--- src/tage_pkg.sv ---
`default_nettype none

package tage_pkg;

	localparam int NUM_BANKS = 4;
	localparam int PC_WIDTH = 32;
	localparam int BANK_IDX_WIDTH = 8;
	localparam int TAG_WIDTH = 8;
	localparam int CTR_WIDTH = 3;
	localparam int U_WIDTH = 2;
	localparam int BASE_IDX_WIDTH = 10;
	localparam int BASE_CTR_WIDTH = 2;

	typedef struct packed {
		logic valid;
		logic [TAG_WIDTH-1:0] tag;
		logic [CTR_WIDTH-1:0] ctr;
	} bank_entry_t;

	typedef logic [U_WIDTH-1:0] u_t;
	typedef logic [BASE_CTR_WIDTH-1:0] base_ctr_t;

	// carried from lookup back to update untouched
	typedef struct packed {
		logic pred_taken;
		logic [NUM_BANKS-1:0] provider;
		logic [CTR_WIDTH-1:0] provider_ctr;
		u_t provider_u;
		base_ctr_t base_ctr;
		logic [NUM_BANKS-1:0] u_zero;
	} tage_meta_t;

	function automatic logic [BASE_IDX_WIDTH-1:0] base_index(input logic [PC_WIDTH-1:0] pc);
		return pc[BASE_IDX_WIDTH+1:2] ^ pc[PC_WIDTH-1 -: BASE_IDX_WIDTH];
	endfunction

	function automatic logic [BANK_IDX_WIDTH-1:0] bank_index(input logic [PC_WIDTH-1:0] pc,
			input int unsigned bank, input logic [BANK_IDX_WIDTH-1:0] fold_idx);
		return pc[BANK_IDX_WIDTH+1:2] ^ pc[10 + bank +: BANK_IDX_WIDTH] ^ fold_idx;
	endfunction

	// folded index rotated left by one
	function automatic logic [TAG_WIDTH-1:0] bank_tag(input logic [PC_WIDTH-1:0] pc,
			input logic [BANK_IDX_WIDTH-1:0] fold_idx, input logic [TAG_WIDTH-1:0] fold_tag);
		return pc[10 +: TAG_WIDTH] ^ fold_tag ^
			{fold_idx[BANK_IDX_WIDTH-2:0], fold_idx[BANK_IDX_WIDTH-1]};
	endfunction

	// width selects the saturation point, up to CTR_WIDTH bits
	function automatic logic [CTR_WIDTH-1:0] sat_update(input logic [CTR_WIDTH-1:0] value,
			input int unsigned width, input logic dir);
		logic [CTR_WIDTH-1:0] max_value;
		max_value = CTR_WIDTH'((1 << width) - 1);
		if (dir && value != max_value)
			return value + CTR_WIDTH'(1);
		if (!dir && value != '0)
			return value - CTR_WIDTH'(1);
		return value;
	endfunction

endpackage

`default_nettype wire

--- src/tage_select.sv ---
`timescale 1ns/1ps
`default_nettype none

module tage_select (
	input  logic clk,
	input  logic rst,
	input  logic lookup_valid,
	input  logic [tage_pkg::NUM_BANKS-1:0] hits,
	input  logic [tage_pkg::NUM_BANKS-1:0][tage_pkg::CTR_WIDTH-1:0] ctrs,
	input  tage_pkg::u_t [tage_pkg::NUM_BANKS-1:0] us,
	input  tage_pkg::base_ctr_t base_ctr,
	output logic pred_valid,
	output logic pred_taken,
	output tage_pkg::tage_meta_t pred_meta
);
	import tage_pkg::*;

	logic [NUM_BANKS-1:0] provider;
	logic [CTR_WIDTH-1:0] provider_ctr;
	u_t provider_u;
	logic [NUM_BANKS-1:0] u_zero;

	// later banks override, so the highest hit wins
	always_comb begin
		provider = '0;
		provider_ctr = '0;
		provider_u = '0;
		for (int i = 0; i < NUM_BANKS; i++) begin
			u_zero[i] = (us[i] == '0);
			if (hits[i]) begin
				provider = '0;
				provider[i] = 1'b1;
				provider_ctr = ctrs[i];
				provider_u = us[i];
			end
		end
	end

	assign pred_taken = (|hits) ? provider_ctr[CTR_WIDTH-1] : base_ctr[BASE_CTR_WIDTH-1];

	assign pred_meta = '{pred_taken: pred_taken, provider: provider,
		provider_ctr: provider_ctr, provider_u: provider_u,
		base_ctr: base_ctr, u_zero: u_zero};

	always_ff @(posedge clk or negedge rst) begin
		if (!rst) begin
			pred_valid <= 1'b0;
		end else begin
			pred_valid <= lookup_valid;
		end
	end

endmodule

`default_nettype wire

--- config.mk ---
export PLATFORM = sky130hd
export DESIGN_NAME = tage_select
export DESIGN_NICKNAME = d
export VERILOG_FILES = /design/src/tage_pkg.sv /design/src/tage_select.sv
export SDC_FILE = /design/constraint.sdc
export NUM_CORES = 1
export LEC_CHECK = 0
export BUFFER_PORTS_ARGS = -buffer_cell sky130_fd_sc_hd__buf_2
export CORE_AREA = 2 2 39 41
export DETAILED_ROUTE_END_ITERATION = 12
export DIE_AREA = 0 0 41 43
export GPL_TIMING_DRIVEN = 0
export SYNTH_ARGS = -nofsm -noshare
export SYNTH_HDL_FRONTEND = slang
export SYNTH_SLANG_ARGS = --single-unit
--- constraint.sdc ---
create_clock -name clk -period 2.2 [get_ports clk]
set_clock_uncertainty 0.1 [all_clocks]
set_input_delay 0.44 -clock clk [delete_from_list [all_inputs] [get_ports clk]]
set_output_delay 0.44 -clock clk [all_outputs]
set_load 0.02 [all_outputs]
==> out/results.tsv <==
stage	metric	value	unit
floorplanning	rows	14	
routing	drt_iter0_drc	3	
global_routing	grt.overflow.total	0	
synth	synthCells	41	
routing	drc	0	
synth	synth-seq-area-share	0.09132	
pwr	vdd_drop_max	0.1481	mV
pwr	power_density	265.4	nW/um^2
pwr	p_leak	0.3007	nW
cells_and_area	regMostFlops	pred_valid	
cells_and_area	antenna_cells	0	
global_routing	grt_pass1_vias	348	
sta	fin_hold_ws	0.1149	ns
sta	fin_crit_sh	0.9575	
routing	ant_nets	0	
placement	dp_hpwl	848.5	um
sta	setup_viol	0	
floorplanning	dieHeight	43	um
critical_path	endpoint	pred_taken	
routing	wl_per_cell	9.466	um
floorplanning	fp.dieW	41	um
critical_path	startpoint_type	input pin	
floorplanning	dieArea	1763	um^2
cells_and_area	fillers	158	
run	cap_violations	0	
sta	grt_setup_unrepaired	false	
floorplanning	ios	47	
synth	postSynthAreaPerCell	6.683	um^2
critical_path	worstSetupStartpoint	hits[2]	
routing	wl	975	um
sta	fmax	474.7	MHz
floorplanning	initial_core_util	0.1980	
sta	finalHoldViolCount	0	
routing	vias	473	
cells_and_area	largest_reg_flops	1	
synth	syn-num-nets	70	
placement	portBuffers	45	
cells_and_area	drive_above_1_share	0.5977	
global_routing	antenna_found_initial	0	
cells_and_area	final_nets	118	
placement	place_congestion	0.6902	
critical_path	path_class	in -> out	
sta	slew_viol_final	0	
routing	viasPerCell	4.592	
sta	finalSetupTns	0	ns
sta	worstMarginPinSlew	0.5405	ns
critical_path	worst_ep_arrival_time	1.57	ns
critical_path	critPathRequiredTime	1.66	ns
outcome	outcome	completed	
routing	drtPass1Iterations	2	
global_routing	grt_first_pass_wirelength	1.338	mm
synth	yosys_warnings	0	
synth	ys_ff_latch	1	
critical_path	cp_max_fo	3	
critical_path	cp-end-kind	output port	
cells_and_area	top_regs	pred_valid x1	
floorplanning	core_area	1384	um^2
worst_hold_path	hp-class	in -> async	
cells_and_area	syn_to_final_growth	94.52	%
global_routing	grt_max_degree	11	
global_routing	grt.total_usage	0.1002	
synth	synth.distinct_cells	20	
sta	max-slew-margin-rel	0.6369	
cts	path_clk_slew	0	ns
synth	syn_area	274.0	um^2
sta	period_needed	2.107	ns
==> final cells by class <==
cell class | instances | area (um^2) | area share
well taps | 16 | 20.02 | 0.03756
multi-input cells | 33 | 200.2 | 0.3756
plain buffers | 5 | 37.54 | 0.07042
repair buffers | 47 | 246.5 | 0.4624
inverters | 1 | 3.754 | 0.007042
flip-flops and latches | 1 | 25.02 | 0.04695
==> synth_stat cells (all sizes together) <==
library cell / number / share of area
nor3b: 1 / 0.027
nor2: 4 / 0.055
o211ai: 4 / 0.11
and2b: 1 / 0.027
a21oi: 3 / 0.055
a21o: 1 / 0.027
nand3: 4 / 0.073
inv: 1 / 0.014
nor2b: 2 / 0.046
nand3b: 1 / 0.027
dfrtp: 1 / 0.091
clkbuf: 1 / 0.014
or3: 1 / 0.041
and2: 1 / 0.023
nand2: 4 / 0.055
nor3: 1 / 0.018
a22oi: 4 / 0.11
o32a: 1 / 0.037
buf: 5 / 0.15
==> per-layer routing <==
| metal | share of wire | track usage |
|---|---|---|
| met3 | 0.12 | 0 |
| met5 | 0 | 0 |
| met4 | 0 | 0 |
| met1 | 0.39 | 0.1246 |
| met2 | 0.48 | 0.1906 |
==> stage by stage <==
step,area [um^2],power (mW),utilization,instances,setup WS [ns]
2_1_floorplan,274.0,0.08625,-,41,0.1588
3_3_place_gp,519.2,0.1382,0.3752,102,0.01147
3_5_place_dp,519.2,0.1395,0.3752,102,0.01175
4_1_cts,519.2,0.1398,0.3752,102,0.009802
5_1_grt,533.0,0.1523,0.3852,103,0.009711
6_report,533.0,0.1414,0.3852,103,0.09344
==> where the power goes <==
| part | total (mW) | internal (mW) | switching, mW |
|---|---|---|---|
| sequential | 0.0198 | 0.0196 | 0.000141 |
| combinational | 0.122 | 0.0561 | 0.0656 |
| clock | 0 | 0 | 0 |
==> cells in the final DEF, fill, tap and decap left out, drive strengths merged <==
cell type  netlist  routed
a21o             1       1
nor2             4       4
buf              5      51
nor3b            1       1
a21oi            3       3
nor3             1       1
a22oi            4       4
nor2b            2       2
or3              1       1
dfrtp            1       1
clkbuf           1       1
nand3            4       4
inv              1       1
and2b            1       1
o211ai           4       4
nand3b           1       1
and2             1       1
o32a             1       1
nand2            4       4
==> logic make-up after synthesis <==
logic type / count (synthesis) / synth area share
and+or+nand+nor: 20 / 0.3927
buffers and inverters: 7 / 0.1781
AOI/OAI and AO/OA: 13 / 0.3379
DFF: 1 / 0.09131
==> worst min path at each step <==
stage            endpoint
6_report       pred_valid
2_1_floorplan  pred_valid
4_1_cts        pred_valid
3_5_place_dp   pred_valid
5_1_grt        pred_valid
3_3_place_gp   pred_valid
==> critical path, cell delays in order <==
cell    delay [ns]
buf_2         0.11
buf_6         0.11
or3_4         0.37
o32a_1        0.37
buf_2         0.17
==> what timing repair did <==
item	4_1_cts	5_1_grt
resized for setup	0	2
buffers inserted	0	2
hold buffers	0	0
endpoints found under the setup margin	0	1
No activity file was read; power rests on OpenSTA's default activity.
