===== config.mk =====
export PLATFORM = sky130hd
export DESIGN_NAME = tage_base
export DESIGN_NICKNAME = d
export VERILOG_FILES = /design/src/tage_pkg.sv /design/src/pred_table.sv /design/src/tage_base.sv
export SDC_FILE = /design/constraint.sdc
export NUM_CORES = 2
export LEC_CHECK = 0
export BUFFER_PORTS_ARGS = -buffer_cell sky130_fd_sc_hd__clkbuf_2
export CELL_PAD_IN_SITES_DETAIL_PLACEMENT = 0
export CELL_PAD_IN_SITES_GLOBAL_PLACEMENT = 1
export CORE_MARGIN = 3
export CORE_UTILIZATION = 55
export CTS_CLUSTER_DIAMETER = 200
export CTS_CLUSTER_SIZE = 28
export DETAILED_ROUTE_END_ITERATION = 8
export GPL_ROUTABILITY_DRIVEN = 0
export HOLD_SLACK_MARGIN = 0.15
export PLACE_DENSITY_LB_ADDON = 0.1
export SYNTH_ARGS = -nofsm -noshare
export SYNTH_HDL_FRONTEND = slang
export SYNTH_SLANG_ARGS = --single-unit

===== constraint.sdc =====
create_clock -name clk -period 5.5 [get_ports clk]
set_input_delay 0 -clock clk [delete_from_list [all_inputs] [get_ports clk]]
set_output_delay 0 -clock clk [all_outputs]
set_load 0.03 [all_outputs]

===== src/tage_pkg.sv =====
`default_nettype none

package tage_pkg;

	localparam int NUM_BANKS = 4;
	localparam int PC_WIDTH = 32;
	localparam int BANK_IDX_WIDTH = 8;
	localparam int TAG_WIDTH = 8;
	localparam int CTR_WIDTH = 3;
	localparam int U_WIDTH = 2;
	localparam int BASE_IDX_WIDTH = 10;
	localparam int BASE_CTR_WIDTH = 2;

	typedef struct packed {
		logic valid;
		logic [TAG_WIDTH-1:0] tag;
		logic [CTR_WIDTH-1:0] ctr;
	} bank_entry_t;

	typedef logic [U_WIDTH-1:0] u_t;
	typedef logic [BASE_CTR_WIDTH-1:0] base_ctr_t;

	// carried from lookup back to update untouched
	typedef struct packed {
		logic pred_taken;
		logic [NUM_BANKS-1:0] provider;
		logic [CTR_WIDTH-1:0] provider_ctr;
		u_t provider_u;
		base_ctr_t base_ctr;
		logic [NUM_BANKS-1:0] u_zero;
	} tage_meta_t;

	function automatic logic [BASE_IDX_WIDTH-1:0] base_index(input logic [PC_WIDTH-1:0] pc);
		return pc[BASE_IDX_WIDTH+1:2] ^ pc[PC_WIDTH-1 -: BASE_IDX_WIDTH];
	endfunction

	function automatic logic [BANK_IDX_WIDTH-1:0] bank_index(input logic [PC_WIDTH-1:0] pc,
			input int unsigned bank, input logic [BANK_IDX_WIDTH-1:0] fold_idx);
		return pc[BANK_IDX_WIDTH+1:2] ^ pc[10 + bank +: BANK_IDX_WIDTH] ^ fold_idx;
	endfunction

	// folded index rotated left by one
	function automatic logic [TAG_WIDTH-1:0] bank_tag(input logic [PC_WIDTH-1:0] pc,
			input logic [BANK_IDX_WIDTH-1:0] fold_idx, input logic [TAG_WIDTH-1:0] fold_tag);
		return pc[10 +: TAG_WIDTH] ^ fold_tag ^
			{fold_idx[BANK_IDX_WIDTH-2:0], fold_idx[BANK_IDX_WIDTH-1]};
	endfunction

	// width selects the saturation point, up to CTR_WIDTH bits
	function automatic logic [CTR_WIDTH-1:0] sat_update(input logic [CTR_WIDTH-1:0] value,
			input int unsigned width, input logic dir);
		logic [CTR_WIDTH-1:0] max_value;
		max_value = CTR_WIDTH'((1 << width) - 1);
		if (dir && value != max_value)
			return value + CTR_WIDTH'(1);
		if (!dir && value != '0)
			return value - CTR_WIDTH'(1);
		return value;
	endfunction

endpackage

`default_nettype wire


===== src/pred_table.sv =====
`timescale 1ns/1ps
`default_nettype none

module pred_table #(
	parameter type entry_t = logic,
	parameter int DEPTH = 256
) (
	input  logic clk,
	input  logic rst,
	input  logic re,
	input  logic [$clog2(DEPTH)-1:0] raddr,
	input  logic we,
	input  logic [$clog2(DEPTH)-1:0] waddr,
	input  entry_t wdata,
	output entry_t rdata
);

	entry_t mem [DEPTH];

	// read sees the old value on a same-address write
	always_ff @(posedge clk or negedge rst) begin
		if (!rst) begin
			mem <= '{default: '0};
			rdata <= '0;
		end else begin
			if (we) begin
				mem[waddr] <= wdata;
			end
			// hold last read between lookups
			if (re) begin
				rdata <= mem[raddr];
			end
		end
	end

endmodule

`default_nettype wire


===== src/tage_base.sv =====
`timescale 1ns/1ps
`default_nettype none

module tage_base (
	input  logic clk,
	input  logic rst,
	input  logic lookup_valid,
	input  logic [tage_pkg::PC_WIDTH-1:0] lookup_pc,
	input  logic [tage_pkg::PC_WIDTH-1:0] update_pc,
	input  logic base_we,
	input  tage_pkg::base_ctr_t base_ctr_new,
	output tage_pkg::base_ctr_t base_ctr
);
	import tage_pkg::*;

	logic [BASE_IDX_WIDTH-1:0] lookup_idx;
	logic [BASE_IDX_WIDTH-1:0] update_idx;

	assign lookup_idx = base_index(lookup_pc);
	assign update_idx = base_index(update_pc);

	pred_table #(
		.entry_t(base_ctr_t),
		.DEPTH(2 ** BASE_IDX_WIDTH)
	) base_table (
		.clk(clk),
		.rst(rst),
		.re(lookup_valid),
		.raddr(lookup_idx),
		.we(base_we),
		.waddr(update_idx),
		.wdata(base_ctr_new),
		.rdata(base_ctr)
	);

endmodule

`default_nettype wire


==> impl_metrics.yaml <==
clocking:
  cts_buffers: 83
  cts_tree: "done"
  h-tree-depth: 3
  clk_pin_slew_worst_paths_ps: 120
  cts_hold_buf: 9
  post_cts_resized: 0
  root_buffer: "clkbuf_16"
  cts_sinks: 2050
  post_cts.repair.setup_buffers: 0
  clock_path_buffers: 3
  worstSkewPairLatency_ps: 760
yosys:
  ys_seq_elements: 2050
  yosys_warnings: 0
  synth.distinct_cells: 56
  synthArstFlopShare_pct: 100
  netlist_area_um2: 97200
  synth_top_area_cell: "dfrtp_1"
  syn_nets: 7474
  yosys-top-cells-area: "dfrtp_1 (53%), mux2_2 (24%), mux4_2 (9.5%)"
  synth_ff_type: "dfrtp_1"
  yosysTopAreaCellShare_pct: 52.8
  avgSynthCellArea_um2: 13.1
  postSynthCellCount: 7404
  ys_seq_area_share_pct: 52.8
  synth_edf_count: 0
timing:
  min_period_ps: 4150
  finalCritPeriodShare_pct: 75.5
  maxSlewViolCount: 0
  finalClockSkew_ps: 29.4
  hold_violations: 0
  finalSetupViolations: 0
  whs_ps: 274
  fmaxAchievable_mhz: 241
  relSlewSlack_pct: 16.8
  worstMarginPinSlew_ps: 1240
  rsz0062_at_grt: "no"
  fin_tns_setup_ps: 0
grt:
  grt_pass1_wl_mm: 434
  gr-usage-met3_pct: 4.48
  antenna_found_initial: 11
  grt_max_degree: 237
  grt_use_total_pct: 32.2
  globalRoute.totalOverflow: 0
  grt_pass1_vias: 64027
  use_met1_pct: 44.0
  grt.busiest_layer: "met2"
  grtUsageMet2_pct: 52.9
critical_path:
  endpoint_kind: "flip-flop"
  crit_type: "in2reg"
  crit_chain: "clkbuf_2 > xor2_4 > buf_12 > nand2_1 > nor2_2 > buf_4 > a21oi_1 > nand4_1 > o21ai_0 > nor3_1 > buf_4 > nor3_1 > a311oi_1 > dlygate4sd3_1"
  critPathLaunchType: "input pin"
  cp_slowest_cell: "nor3_1"
  worstPathArrival_ps: 4860
  reg2reg_depth: 8
  crit_required_ps: 6210
  slowest_delay_ps: 850
  crit_fanout: 34
power:
  vdd_drop_max_mv: 0.254
  clkPwrFrac_pct: 28.7
  p_leak_nw: 47.3
  share_comb_of_total_power_pct: 12.5
  pwr-share-seq_pct: 58.8
  swShare_pct: 27.3
  p_int_mw: 19.4
  fin_total_pwr_mw: 26.7
  netSwitchingPower_mw: 7.28
  power_density_nw_per_um2: 260
layout:
  syn_to_final_growth_pct: 5.60
  fin_nets: 7215
  mostFrequentLayoutCells: "dfrtp_1 (2050), mux2_2 (2049), nor2_1 (1075), mux4_2 (411), nand2_1 (386)"
  nFillCells: 13891
  layout-drive-gt1-share_pct: 40.4
  final_common_cell: "dfrtp_1"
run_status:
  status: "complete, no violations"
floorplan:
  start_util_pct: 55.6
  die_h_um: 426
  rows: 153
  dieArea_um2: 182000
  num_io_pins: 72
  die_w_um: 426
  core_area_um2: 175000
routing:
  ant_nets: 0
  drt_pass1_iterations: 6
  viasPerCell: 6.46
  wl_per_cell_um: 30.5
  post-route-drc-count: 0
  drtIter0Drc: 5500
  wl_mm: 289
  num_vias: 61249
placed_design:
  dp_hpwl_mm: 169
  io_buffer_count: 47
min_path:
  hold-path-cell-count: 6
  hold_path_class: "in2reg"
run:
  cap_violations: 0
==> routing by layer <==
layer  vias to the layer above  share of wire, %
met5                         -            0.0080
met4                         2               4.2
met3                       462               5.4
met2                      1636                48
met1                     33263                42
li1                      25886                 -
==> cell families (layout without fill, tap and decap cells) <==
group           after synthesis  after routing  synth area share [%]
compound gates              445            445                  3.00
xor+xnor                     34             34                 0.322
buf+inv                     622            369                  2.80
flops                      2050           2050                  52.8
mux                        2556           2556                  34.2
other cells                   0              4                     0
simple gates               1697           1697                  6.88
==> worst max-delay path, delay by kind of cell <==
family / cells / cell delay, ps
XOR/XNOR: 1 / 610
buffers and inverters: 5 / 1690
AND/OR/NAND/NOR: 5 / 1980
AO/OA/AOI/OAI: 3 / 530
==> power groups by stage <==
stage	Combinational [mW]	Clock (mW)	Sequential (mW)
floorplan	1.82	0	15.9
global placement	3.29	0	16.0
detailed placement	3.32	0	16.0
CTS	3.34	7.85	15.7
global route	3.51	8.33	15.7
finish	3.34	7.66	15.7
==> registers in the layout, summed over array words and instances, names as in the netlist <==
| name | cells |
|---|---|
| base_table.mem | 2048 |
| base_table.rdata | 2 |
==> synth_stat cells, types with 15 or more instances <==
| cell type | n |
|---|---|
| dfrtp_1 | 2050 |
| mux2_2 | 2049 |
| nor2_1 | 1091 |
| nand2_1 | 420 |
| clkbuf_1 | 416 |
| mux4_2 | 411 |
| a21oi_1 | 169 |
| mux2i_1 | 96 |
| buf_1 | 95 |
| nand3_1 | 82 |
| a22oi_1 | 71 |
| buf_2 | 54 |
| o21ai_0 | 52 |
| nor3_1 | 40 |
| buf_6 | 27 |
| nand4_1 | 27 |
| a2111oi_0 | 26 |
| buf_4 | 25 |
| a32oi_1 | 23 |
| o2111ai_1 | 17 |
| xnor2_1 | 17 |
| o22ai_1 | 16 |
| xor2_1 | 15 |
==> per-stage QoR <==
step / instance area [µm²] / std cells / utilization, % / setup slack [ps]
global placement: 100000 / 9376 / 57.4 / 1110
detailed placement: 100000 / 9376 / 57.4 / 1030
CTS: 103000 / 9476 / 58.7 / 1550
global route: 103000 / 9477 / 58.7 / 1410
finish: 103000 / 9480 / 58.7 / 1350
floorplan: 97200 / 7404 / - / 2730
==> path summary, 6_finish.rpt <==
| path | start | to | slack [ps] |
|---|---|---|---|
| setup reg to reg | base_table.mem[1320] | base_table.rdata[0] | 1770 |
| setup / recovery | lookup_pc[24] | base_table.rdata[0] | 1350 |
| max in group asynchronous | rst | base_table.mem[847] | 3780 |
| hold reg to reg | base_table.mem[1647] | base_table.mem[1647] | 510 |
| min in group asynchronous | rst | base_table.mem[5] | 610 |
| hold / removal | lookup_pc[11] | base_table.rdata[1] | 270 |
==> final cells by class <==
| cell class | count | area (µm²) | share of cell area (%) |
|---|---|---|---|
| inverter | 3 | 11.3 | 0.0110 |
| clock inverter | 5 | 83.8 | 0.0816 |
| clock buffer | 86 | 2150 | 2.10 |
| tap | 2325 | 2910 | 2.83 |
| timing repair buffer | 275 | 2500 | 2.43 |
| sequential | 2050 | 51300 | 50.0 |
| antenna | 4 | 10.0 | 0.00975 |
| multi-input combinational | 4732 | 43700 | 42.6 |
(Power assumes the default switching activity.)
